--- config.mk ---
export PLATFORM = sky130hd
export DESIGN_NAME = video_top
export DESIGN_NICKNAME = d
export VERILOG_FILES = /design/src/video_pkg.sv /design/src/bar_pattern_gen.sv /design/src/video_composite.sv /design/src/video_modulator.sv /design/src/video_top.sv
export SDC_FILE = /design/constraint.sdc
export NUM_CORES = 1
export LEC_CHECK = 0
export BUFFER_PORTS_ARGS = -buffer_cell sky130_fd_sc_hd__buf_2
export CORE_MARGIN = 10
export CORE_UTILIZATION = 30
export CTS_BUF_LIST = sky130_fd_sc_hd__clkbuf_4
export DETAILED_ROUTE_END_ITERATION = 10
export PLACE_DENSITY = 0.54
export SLEW_MARGIN = 20
export SYNTH_ARGS = -nofsm -noshare
export SYNTH_HDL_FRONTEND = slang
export SYNTH_HIERARCHICAL = 1
export SYNTH_SLANG_ARGS = --single-unit
export TNS_END_PERCENT = 50
--- constraint.sdc ---
create_clock -name clk -period 11.5 [get_ports clk]
set_clock_uncertainty 0.2 [all_clocks]
set_input_delay 1.15 -clock clk [delete_from_list [all_inputs] [get_ports clk]]
set_output_delay 1.15 -clock clk [all_outputs]
set_load 0.005 [all_outputs]
--- src/video_pkg.sv ---
`default_nettype none

package video_pkg;

    // horizontal segments in pixel clocks
    localparam logic [10:0] H_SYNC        = 11'd118;
    localparam logic [10:0] H_BACK_PORCH  = 11'd152;
    localparam logic [10:0] H_ACTIVE      = 11'd1280;
    localparam logic [10:0] H_FRONT_PORCH = 11'd38;
    localparam logic [10:0] H_TOTAL       = H_SYNC + H_BACK_PORCH + H_ACTIVE + H_FRONT_PORCH;

    // half-line based pulses for the vertical interval
    localparam logic [10:0] H_HALF            = H_TOTAL / 11'd2;
    localparam logic [10:0] H_VSYNC_PULSE_LEN = 11'd678;
    localparam logic [10:0] H_EQ_PULSE_LEN    = 11'd58;

    // colour burst window on the back porch
    localparam logic [10:0] H_BURST_START = 11'd132;
    localparam logic [10:0] H_BURST_END   = 11'd196;

    // vertical timing counted in half-lines
    localparam logic [10:0] V_TOTAL      = 11'd1050;
    localparam logic [10:0] V_FIELD_LAST = 11'd524;

    // field 0 vertical interval
    localparam logic [10:0] V_EQ1_F0_FIRST  = 11'd0;
    localparam logic [10:0] V_EQ1_F0_LAST   = 11'd5;
    localparam logic [10:0] V_SYNC_F0_FIRST = 11'd6;
    localparam logic [10:0] V_SYNC_F0_LAST  = 11'd11;
    localparam logic [10:0] V_EQ2_F0_FIRST  = 11'd12;
    localparam logic [10:0] V_EQ2_F0_LAST   = 11'd17;

    // field 1 vertical interval
    localparam logic [10:0] V_EQ1_F1_FIRST  = 11'd525;
    localparam logic [10:0] V_EQ1_F1_LAST   = 11'd530;
    localparam logic [10:0] V_SYNC_F1_FIRST = 11'd531;
    localparam logic [10:0] V_SYNC_F1_LAST  = 11'd536;
    localparam logic [10:0] V_EQ2_F1_FIRST  = 11'd537;
    localparam logic [10:0] V_EQ2_F1_LAST   = 11'd542;

    // 240 visible lines per field
    localparam logic [10:0] V_ACTIVE_F0_FIRST = 11'd42;
    localparam logic [10:0] V_ACTIVE_F0_LAST  = 11'd521;
    localparam logic [10:0] V_ACTIVE_F1_FIRST = 11'd568;
    localparam logic [10:0] V_ACTIVE_F1_LAST  = 11'd1047;

    // test pattern codes
    localparam logic [1:0] PAT_BARS  = 2'd0;
    localparam logic [1:0] PAT_RAMP  = 2'd1;
    localparam logic [1:0] PAT_SOLID = 2'd2;
    localparam logic [1:0] PAT_LINES = 2'd3;

    // 12-bit rgb, red in the top nibble
    localparam logic [11:0] RGB_WHITE   = 12'hFFF;
    localparam logic [11:0] RGB_BLACK   = 12'h000;
    localparam logic [11:0] SOLID_COLOR = 12'h48C;

    localparam logic [11:0] BAR_PALETTE [8] = '{
        RGB_WHITE,
        12'hFF0,
        12'h0FF,
        12'h0F0,
        12'hF0F,
        12'hF00,
        12'h00F,
        RGB_BLACK
    };

    localparam logic [10:0] BAR_WIDTH  = 11'd160;
    // 16 gray steps across the active line
    localparam logic [10:0] RAMP_WIDTH = 11'd80;

    // chroma phase code sent during burst
    localparam logic [3:0] BURST_PHASE = 4'h8;

endpackage

`default_nettype wire

--- src/bar_pattern_gen.sv ---
`timescale 1ns/1ps
`default_nettype none

module bar_pattern_gen import video_pkg::*; (
    input  logic        clk,
    input  logic        rst,

    input  logic [1:0]  pattern_sel,
    input  logic        next_pixel,
    input  logic        start_of_line,
    input  logic [8:0]  display_line_idx,

    output logic [11:0] palette_rgb_data
);

    logic [10:0] pix_cnt;
    logic [1:0]  pattern;
    logic [2:0]  bar_idx;
    logic [3:0]  ramp_lvl;
    logic [11:0] pattern_rgb;

    // pixel position within the active line
    always_ff @(posedge clk or posedge rst) begin
        if (rst) begin
            pix_cnt <= 11'd0;
        end else if (start_of_line) begin
            pix_cnt <= 11'd0;
        end else if (next_pixel) begin
            pix_cnt <= pix_cnt + 11'd1;
        end
    end

    // pattern only changes on a line boundary
    always_ff @(posedge clk or posedge rst) begin
        if (rst) begin
            pattern <= PAT_BARS;
        end else if (start_of_line) begin
            pattern <= pattern_sel;
        end
    end

    assign bar_idx  = 3'(pix_cnt / BAR_WIDTH);
    assign ramp_lvl = 4'(pix_cnt / RAMP_WIDTH);

    always_comb begin
        case (pattern)
            PAT_BARS:  pattern_rgb = BAR_PALETTE[bar_idx];
            PAT_RAMP:  pattern_rgb = {ramp_lvl, ramp_lvl, ramp_lvl};
            PAT_SOLID: pattern_rgb = SOLID_COLOR;
            // even lines white, odd lines black
            PAT_LINES: pattern_rgb = display_line_idx[0] ? RGB_BLACK : RGB_WHITE;
            default:   pattern_rgb = RGB_BLACK;
        endcase
    end

    // blank outside the active window
    assign palette_rgb_data = next_pixel ? pattern_rgb : RGB_BLACK;

endmodule

`default_nettype wire

--- src/video_composite.sv ---
`timescale 1ns/1ps
`default_nettype none

module video_composite import video_pkg::*; (
    input  logic        clk,
    input  logic        rst,

    // pixel source
    input  logic [11:0] palette_rgb_data,
    output logic        next_pixel,

    output logic [8:0]  display_line_idx,
    output logic        start_of_screen,
    output logic        end_of_screen,
    output logic        start_of_line,

    // composite out
    output logic [4:0]  luma,
    output logic        sync_n,
    output logic [3:0]  chroma,

    // rgb out
    output logic [3:0]  rgb_r,
    output logic [3:0]  rgb_g,
    output logic [3:0]  rgb_b,
    output logic        rgb_sync_n
);

    logic [10:0] hcnt;
    logic [10:0] vcnt;
    logic        field;
    logic [8:0]  field_line_cnt;

    logic h_hsync_pulse;
    logic h_vsync_pulse;
    logic h_eq_pulse;
    logic h_burst;
    logic h_active;
    logic h_last;
    logic h_half_last;

    logic v_sync;
    logic v_eq;
    logic v_active;
    logic v_last;
    logic v_field_last;
    logic v_pre_active;

    logic       mod_sync_n;
    logic [3:0] r;
    logic [3:0] g;
    logic [3:0] b;

    // horizontal shapes
    assign h_hsync_pulse = hcnt < H_SYNC;

    // serration and eq pulses repeat every half line
    assign h_vsync_pulse = (hcnt < H_VSYNC_PULSE_LEN) ||
                           (hcnt >= H_HALF && hcnt < H_HALF + H_VSYNC_PULSE_LEN);
    assign h_eq_pulse    = (hcnt < H_EQ_PULSE_LEN) ||
                           (hcnt >= H_HALF && hcnt < H_HALF + H_EQ_PULSE_LEN);

    assign h_burst     = (hcnt >= H_BURST_START) && (hcnt < H_BURST_END);
    assign h_active    = (hcnt >= H_SYNC + H_BACK_PORCH) &&
                         (hcnt < H_SYNC + H_BACK_PORCH + H_ACTIVE);
    assign h_last      = hcnt == H_TOTAL - 11'd1;
    assign h_half_last = (hcnt == H_HALF - 11'd1) || h_last;

    // vertical classes per half-line
    assign v_sync = (vcnt >= V_SYNC_F0_FIRST && vcnt <= V_SYNC_F0_LAST) ||
                    (vcnt >= V_SYNC_F1_FIRST && vcnt <= V_SYNC_F1_LAST);

    assign v_eq = (vcnt >= V_EQ1_F0_FIRST && vcnt <= V_EQ1_F0_LAST) ||
                  (vcnt >= V_EQ2_F0_FIRST && vcnt <= V_EQ2_F0_LAST) ||
                  (vcnt >= V_EQ1_F1_FIRST && vcnt <= V_EQ1_F1_LAST) ||
                  (vcnt >= V_EQ2_F1_FIRST && vcnt <= V_EQ2_F1_LAST);

    assign v_active = (vcnt >= V_ACTIVE_F0_FIRST && vcnt <= V_ACTIVE_F0_LAST) ||
                      (vcnt >= V_ACTIVE_F1_FIRST && vcnt <= V_ACTIVE_F1_LAST);

    assign v_last       = vcnt == V_TOTAL - 11'd1;
    assign v_field_last = vcnt == V_FIELD_LAST;
    // half-line just before the first visible one of each field
    assign v_pre_active = (vcnt == V_ACTIVE_F0_FIRST - 11'd1) ||
                          (vcnt == V_ACTIVE_F1_FIRST - 11'd1);

    // line and frame strobes
    assign start_of_line   = h_last;
    assign start_of_screen = h_last && v_pre_active;
    assign end_of_screen   = h_half_last && (v_field_last || v_last);

    always_ff @(posedge clk or posedge rst) begin
        if (rst) begin
            hcnt <= 11'd0;
            vcnt <= 11'd0;
        end else begin
            hcnt <= h_last ? 11'd0 : hcnt + 11'd1;
            if (h_half_last) begin
                vcnt <= v_last ? 11'd0 : vcnt + 11'd1;
            end
        end
    end

    // field bit flips at the end of each field, line count restarts with it
    always_ff @(posedge clk or posedge rst) begin
        if (rst) begin
            field          <= 1'b0;
            field_line_cnt <= 9'd0;
        end else if (h_half_last && v_last) begin
            field          <= 1'b0;
            field_line_cnt <= 9'd0;
        end else if (h_half_last && v_field_last) begin
            field          <= 1'b1;
            field_line_cnt <= 9'd0;
        end else if (h_last) begin
            field_line_cnt <= field_line_cnt + 9'd1;
        end
    end

    // interleave both fields into one progressive index, wraps at 512
    assign display_line_idx = {field_line_cnt[7:0], field};

    always_comb begin
        if (v_sync) begin
            mod_sync_n = !h_vsync_pulse;
        end else if (v_eq) begin
            mod_sync_n = !h_eq_pulse;
        end else begin
            mod_sync_n = !h_hsync_pulse;
        end
    end

    assign next_pixel = h_active;

    assign r = palette_rgb_data[11:8];
    assign g = palette_rgb_data[7:4];
    assign b = palette_rgb_data[3:0];

    video_modulator i_modulator (
        .clk         (clk),
        .rst         (rst),
        .r           (r),
        .g           (g),
        .b           (b),
        .color_burst (v_active && h_burst),
        .active      (v_active && h_active),
        .sync_n_in   (mod_sync_n),
        .luma        (luma),
        .sync_n      (sync_n),
        .chroma      (chroma)
    );

    assign rgb_r      = r;
    assign rgb_g      = g;
    assign rgb_b      = b;
    assign rgb_sync_n = mod_sync_n;

endmodule

`default_nettype wire

--- src/video_modulator.sv ---
`timescale 1ns/1ps
`default_nettype none

module video_modulator import video_pkg::*; (
    input  logic       clk,
    input  logic       rst,

    input  logic [3:0] r,
    input  logic [3:0] g,
    input  logic [3:0] b,
    input  logic       color_burst,
    input  logic       active,
    input  logic       sync_n_in,

    output logic [4:0] luma,
    output logic       sync_n,
    output logic [3:0] chroma
);

    logic [3:0] phase;
    logic [5:0] luma_sum;
    logic [3:0] hue;
    logic       gray;
    logic [4:0] luma_next;
    logic [3:0] chroma_next;

    // subcarrier phase, free running
    always_ff @(posedge clk or posedge rst) begin
        if (rst) begin
            phase <= 4'd0;
        end else begin
            phase <= phase + 4'd1;
        end
    end

    // green weighted twice, max sum 60
    assign luma_sum = {2'b00, r} + {1'b0, g, 1'b0} + {2'b00, b};

    // hue from blue and red msbs
    assign hue  = {b[3:2], r[3:2]};
    assign gray = (r == g) && (g == b);

    always_comb begin
        luma_next = active ? luma_sum[5:1] : 5'd0;

        if (color_burst) begin
            chroma_next = phase + BURST_PHASE;
        end else if (active && !gray) begin
            chroma_next = phase + hue;
        end else begin
            chroma_next = 4'd0;
        end
    end

    // sync starts low so the reset eq pulse is not split
    always_ff @(posedge clk or posedge rst) begin
        if (rst) begin
            luma   <= 5'd0;
            chroma <= 4'd0;
            sync_n <= 1'b0;
        end else begin
            luma   <= luma_next;
            chroma <= chroma_next;
            sync_n <= sync_n_in;
        end
    end

endmodule

`default_nettype wire

--- src/video_top.sv ---
`timescale 1ns/1ps
`default_nettype none

module video_top (
    input  logic       clk,
    input  logic       rst,
    input  logic [1:0] pattern_sel,

    // composite
    output logic [4:0] luma,
    output logic       sync_n,
    output logic [3:0] chroma,

    // rgb
    output logic [3:0] rgb_r,
    output logic [3:0] rgb_g,
    output logic [3:0] rgb_b,
    output logic       rgb_sync_n,

    output logic       start_of_screen,
    output logic       end_of_screen,
    output logic [8:0] display_line_idx
);

    logic [11:0] palette_rgb_data;
    logic        next_pixel;
    logic        start_of_line;

    // stands in for the line buffer and palette
    bar_pattern_gen i_pattern (
        .clk              (clk),
        .rst              (rst),
        .pattern_sel      (pattern_sel),
        .next_pixel       (next_pixel),
        .start_of_line    (start_of_line),
        .display_line_idx (display_line_idx),
        .palette_rgb_data (palette_rgb_data)
    );

    video_composite i_composite (
        .clk              (clk),
        .rst              (rst),
        .palette_rgb_data (palette_rgb_data),
        .next_pixel       (next_pixel),
        .display_line_idx (display_line_idx),
        .start_of_screen  (start_of_screen),
        .end_of_screen    (end_of_screen),
        .start_of_line    (start_of_line),
        .luma             (luma),
        .sync_n           (sync_n),
        .chroma           (chroma),
        .rgb_r            (rgb_r),
        .rgb_g            (rgb_g),
        .rgb_b            (rgb_b),
        .rgb_sync_n       (rgb_sync_n)
    );

endmodule

`default_nettype wire

### Word-level counts from Yosys, hierarchy flattened

Memory sizes are Yosys's and may differ from the RTL's.
Cells that the tools add are included.

| cells by class | value |
|---|---|
| reductions and logical operators | 38 |
| add/sub/neg operators | 9 |
| $lt $le $gt $ge | 27 |
| eq/ne operators | 11 |
| bitwise gates (word level) | 1 |
| div/mod/pow operators | 2 |
| mux-type cells | 19 |

Operators with widths:

| cell | count |
|---|---|
| $ge 11x10->1 const B | 5 |
| $mux 12 | 4 |
| $pmux 12 s4 | 1 |
| $le 11x10->1 const B | 4 |
| $mux 11 | 4 |
| $add 11x1->11 const B | 3 |
| $eq 11x10->1 const B | 3 |
| $mux 9 | 3 |
| $eq 11x11->1 const B | 2 |
| $lt 11x10->1 const B | 2 |
| $lt 11x11->1 const B | 2 |
| $logic_and 1x1->1 | 20 |
| $div 11x7->11 const B | 1 |
| $div 11x8->11 const B | 1 |
| $eq 11x6->1 const B | 1 |
| $ge 11x1->1 const B | 1 |
| $ge 11x3->1 const B | 1 |
| $ge 11x4->1 const B | 1 |
| $ge 11x6->1 const B | 1 |
| $ge 11x8->1 const B | 1 |
| $ge 11x9->1 const B | 1 |
| $le 11x11->1 const B | 1 |
| $le 11x3->1 const B | 1 |
| $le 11x4->1 const B | 1 |
| other kinds (23) | 42 |

| word-level totals | value |
|---|---|
| bits in read-only memories | 96 |
| memories | 1 |
| register bits | 59 |
| output and inout bits | 34 |
| input port bits | 4 |
| word-level logic and storage cells | 118 |

Memories:

| name | depth | bits a word | rd ports | clocked after memory_dff | write ports | RTL line | RTL |
|---|---|---|---|---|---|---|---|
| (name not given) | 8 | 12 | 1 | 0 | 0 | bar_pattern_gen.sv:47 | `PAT_BARS: pattern_rgb = BAR_PALETTE[bar_idx];` |

### Depth between registers and ports, before layout

| depth | value |
|---|---|
| depth after elaboration | 13 |
| depth in mapped cells | 15 |
| mapped depth without buffers | 15 |

### Modules after synthesis

The synthesis kept the hierarchy.

By module, submodules not included:

| module | times used | seq. area each (um^2) | area each (um^2) | cells an instance |
|---|---|---|---|---|
| video_composite | 1 | 775.7 | 2,436.1 | 281 |
| bar_pattern_gen | 1 | 325.3 | 1,426.4 | 186 |
| video_modulator | 1 | 350.3 | 835.8 | 68 |

### Least setup slack after synthesis

No wires, ideal clock.

| timing path | value |
|---|---|
| kind | register -> register |
| from | register i_pattern.pix_cnt[0] |
| to | register i_composite.i_modulator.luma[3] |
| buffers on the path | 0 |
| cell stages (with the launch flop) | 15 |
| period minus slack after synthesis | 3.672 ns |
| arrival time | 3.353 ns |
| setup time | 0.119 ns |
| path slack | 7.828 ns |
| data required time | 11.181 ns |
| cells stage by stage | dfrtp_1 > inv_1 > ha_1 > nor2b_1 > a32o_1 > o21ai_2 > a2bb2oi_2 > or2_1 > a221oi_1 > fa_1 > ha_1 > a21o_1 > a21oi_1 > xnor2_1 > and2_1 |

| on the way | value |
|---|---|
| elaborated cells on any way between the ends | 11 |
| those cells by class | add/sub (2); div (2); mux (5); bitwise (1); memory (1) |

RTL lines:

| element | RTL line | RTL |
|---|---|---|
| start, declared | bar_pattern_gen.sv:16 | `logic [10:0] pix_cnt;` |
| start signal, assigned | bar_pattern_gen.sv:29 | `pix_cnt <= pix_cnt + 11'd1;` |
| $div 11x8->11 | bar_pattern_gen.sv:42 | `assign bar_idx = 3'(pix_cnt / BAR_WIDTH);` |
| $not 3->4 (implied by the code) | bar_pattern_gen.sv:47 |  |
| $mem_v2 8x12 | n/a |  |
| $mux 12 (implied by the code) (2 in a row) | bar_pattern_gen.sv:47 |  |
| $pmux 12 s4 * | bar_pattern_gen.sv:46 | `case (pattern)` |
| $mux 12 * | bar_pattern_gen.sv:57 | `assign palette_rgb_data = next_pixel ? pattern_rgb : RGB_BLACK;` |
| via palette_rgb_data[2] | video_top.sv:25 | `logic [11:0] palette_rgb_data;` |
| $add 6x4->6 * | video_modulator.sv:37 | `assign luma_sum = {2'b00, r} + {1'b0, g, 1'b0} + {2'b00, b};` |
| $mux 5 * | video_modulator.sv:44 | `luma_next = active ? luma_sum[5:1] : 5'd0;` |
| via i_composite.i_modulator.luma_next[3] | video_modulator.sv:24 | `logic [4:0] luma_next;` |
| end signal, assigned | video_modulator.sv:62 | `luma <= luma_next;` |
| end, declared | video_modulator.sv:15 | `output logic [4:0] luma,` |

Mark *: on every way through the listed nets, which the timed path passes. The rest lies on a longest branch. The select of a mux whose other input is x is not followed.
A chain may end at the register's enable or synchronous reset.

### Worst setup path after layout

| timing path | value |
|---|---|
| from | register i_pattern.pix_cnt[6] |
| to | output rgb_b[3] |

| on the way | value |
|---|---|
| cells in the longest elaborated chain, start to end | 7 |
| elaborated cells on any way between the ends | 8 |
| those cells by class | div (2); mux (4); bitwise (1); memory (1) |

Ends and longest elaborated chain:

| element | RTL line | RTL |
|---|---|---|
| $div 11x8->11 | bar_pattern_gen.sv:42 |  |
| $not 3->4 (implied by the code) | bar_pattern_gen.sv:47 |  |
| $mem_v2 8x12 | n/a |  |
| $mux 12 (implied by the code) (2 in a row) | bar_pattern_gen.sv:47 |  |
| $pmux 12 s4 * | bar_pattern_gen.sv:46 |  |
| $mux 12 * | bar_pattern_gen.sv:57 |  |
| end, declared | video_top.sv:17 | `output logic [3:0] rgb_b,` |

Mark *: on every way between the ends. The rest lies on a longest branch, timed or not. The select of a mux whose other input is x is not followed.

==> impl_results.md <==
- Routed Antenna Nets: 0
- Iter 0 DRT Violations: roughly 330
- Port bufs: 37
- Syn Inst Count: 535
- Mean Syn Cell Area: ~8.8 um^2
- CTS Sinks: 58
- Die X: 145 um
- H-tree levels: 3
- Dpl cells: 735
- HP Class: reg -> reg
- Hold path startpoint: i_composite/hcnt[0]
- Reg-to-Reg Start: i_pattern/pix_cnt[6]
- Cts hold-fix bufs: 0
- Initial antenna violation count: 0
- CP arrival: 3.26 ns
- CTS clk-pin slew, worst paths: around 0.090 ns
- Setup Viol. Count Final: 0
- Net switching power figure: 0.0000764 W
- Setup TNS: 0 ns
- Synth cell types: 84
- GRT Util Overall: 0.105
- Crit path max fanout: 21
- Ys flop type: dfrtp_1
- Drt first pass iters: 5
- R2R cell count: 12
- Most frequent cells in the layout: 58 x dfrtp_1, 51 x nor2_1, 37 x buf_2, 35 x nand3_1
- Sequential power share: 0.619
- Placed cell areas: about 4800 um^2
- R2R setup slack: 7.19 ns
- Layout cells sized above 1: 0.145
- Total Routed Length: 11.3 mm
- Worst vdd ir: roughly 0.000042 V
- Via Count: 3903
- Async SR Flop Fraction: 1.00
- Clk_lat worst skew: 0.40 ns
- Switching part of the total power: 0.232
- RSZ-0062 raised after global routing: no
- Fin crit share: 0.401
- Clock network power share: 0.365
- Startpoint Class: flip-flop
- DR WL/cell: 15.2 um
- FP Rows: 45
- Max-slew headroom: 0.383
- Final instance area: 4880 um^2
- Post-cts gate resize count: 0
- Commonest non-fill, non-tap cell in the layout: dfrtp_1
- Fmax: between 200 and 250 MHz
- Cts bufs inserted: 9
- Comb pwr share: 0.015
- Die H: 145 um
- Die Area: 21100 um^2
- Area grow syn2layout: 3.78%
- Initial Utilization: 0.308
- Largest net degree at the start of global routing: 32
- Postcts setup bufs: 0
- Hold Path End: i_composite/hcnt[0]
- Routability cong.: 0.877
- Slew Limit Fails: 0
- Ant diodes: 0
- First-pass GRT wire length: 19.1 mm
- Slew at the pin closest to its max-slew limit: 0.919 ns
- Yosys reg bits: between 50 and 60
- CTS tree: yes
- HPWL after DPL: 8.21 mm
- Max clock buf depth: 2
- Hold path depth: 1
- NumNets Final: 561
- PD cells: 67.5 nW/um^2
- CTS root buf: clkbuf_4
- Max-cap violation count: 0
- RR Endpoint: i_composite/i_modulator/luma[3]
- DRC violations left: 0
- CP Capture Type: primary output
- Final non-filler cell total: 748
- Internal: 0.000253 W
- LEAKAGE: 2.15 nW
- Hold Slack: 0.297 ns
- CP required: ~10 ns
- Core area: 15300 um^2
- Status: complete, no violations
- Final Hold Viols: 0
- Synth Net Count: 561
- Aggregate global routing overflow: 0
- Synthesized area: 4700 um^2
- Sequential share of the synthesized area: 0.309
- Vias/cell: 5.22
- # IOs: 38
- Warnings, synthesis: 6
- WS Path Type: reg -> out
- Vias in the first global route: 3814
- EDFF count, synth: 0
- Finished Core Util: 0.320
- Final min period: 4.61 ns
[worst max-delay path: stages, from the launching register on]
cell and delay (ns):
dfrtp_1 0.78, nor2_1 0.27, mux2i_1 0.19, o221ai_1 0.15, a2bb2oi_2 0.23, or2_1 0.27, a221oi_1 0.71, buf_2 0.25
[final cells by class]
cell class                      count  area (um^2)
Clock inverter                      1         5.00
Clock buffer                       12         90.1
Sequential cell                    58         1450
Tap cell                          211          264
Inverter                           23         86.3
Timing Repair Buffer               39          200
Multi-Input combinational cell    404         2780
Fill cell                        1604        10400
[registers in the layout, indices dropped and copies added, names as in the netlist]
signal,cells
i_composite/hcnt,11
i_composite/field_line_cnt,8
i_pattern/pix_cnt,11
i_composite/field,1
i_composite/i_modulator/luma,5
i_pattern/pattern,2
i_composite/i_modulator/sync_n,1
i_composite/vcnt,11
i_composite/i_modulator/chroma,4
i_composite/i_modulator/phase,4
[power groups by stage]
| stage | clock network, W | logic (W) | registers [W] |
|---|---|---|---|
| after floorplan | 0 | 0.00000306 | 0.000208 |
| after global placement | 0 | 0.00000540 | 0.000208 |
| after detailed placement | 0 | 0.00000557 | 0.000208 |
| after CTS | 0.000127 | 0.00000552 | 0.000204 |
| after global routing | 0.000135 | 0.00000601 | 0.000204 |
| final | 0.000120 | 0.00000498 | 0.000204 |
[synthesized netlist by cell type, types with 16 or more instances]
cell type,count,area (um^2)
xnor2_1,16,140
buf_4,16,120
dfrtp_1,58,1450
o21ai_0,23,115
nor2_1,51,191
ha_1,17,213
a21oi_1,24,120
nand2_1,24,90.1
nand3_1,35,175
inv_1,20,75.1
xor2_1,22,193
[worst max path at each step]
stage | from | endpoint
global placement | i_pattern/pix_cnt[6] | i_composite/i_modulator/luma[3]
CTS | i_pattern/pix_cnt[6] | rgb_b[3]
global route | i_pattern/pix_cnt[6] | rgb_b[3]
floorplan | i_pattern/pix_cnt[0] | i_composite/i_modulator/luma[3]
finish | i_pattern/pix_cnt[6] | rgb_b[3]
detailed placement | i_pattern/pix_cnt[6] | i_composite/i_modulator/luma[3]
[layer usage]
metal	share of wire	GRT usage	up-vias
met3	0.050	0.0295	15
met2	0.45	0.159	102
met1	0.49	0.143	1870
met4	0.013	0.0303	0
met5	0	0	-
li1	-	-	1916
[through the flow]
stage | worst slack (ns) | total power, W
6_report | 6.89 | 0.000329
5_1_grt | 6.56 | 0.000345
4_1_cts | 6.85 | 0.000336
3_5_place_dp | 7.21 | 0.000213
3_3_place_gp | 7.38 | 0.000213
2_1_floorplan | 7.83 | 0.000211
[logic make-up (layout without fill, tap and decap cells)]
logic type | count (synthesis) | in the layout | share of synthesized area
and+or+nand+nor | 217 | 217 | 0.253
AOI/OAI and AO/OA | 117 | 117 | 0.179
buffers and inverters | 73 | 75 | 0.0999
DFF | 58 | 58 | 0.309
xor gates and xnor gates | 38 | 38 | 0.0708
adders and majority gates | 22 | 22 | 0.0666
muxes | 10 | 10 | 0.0216
Power figures use the tool's default switching activity.
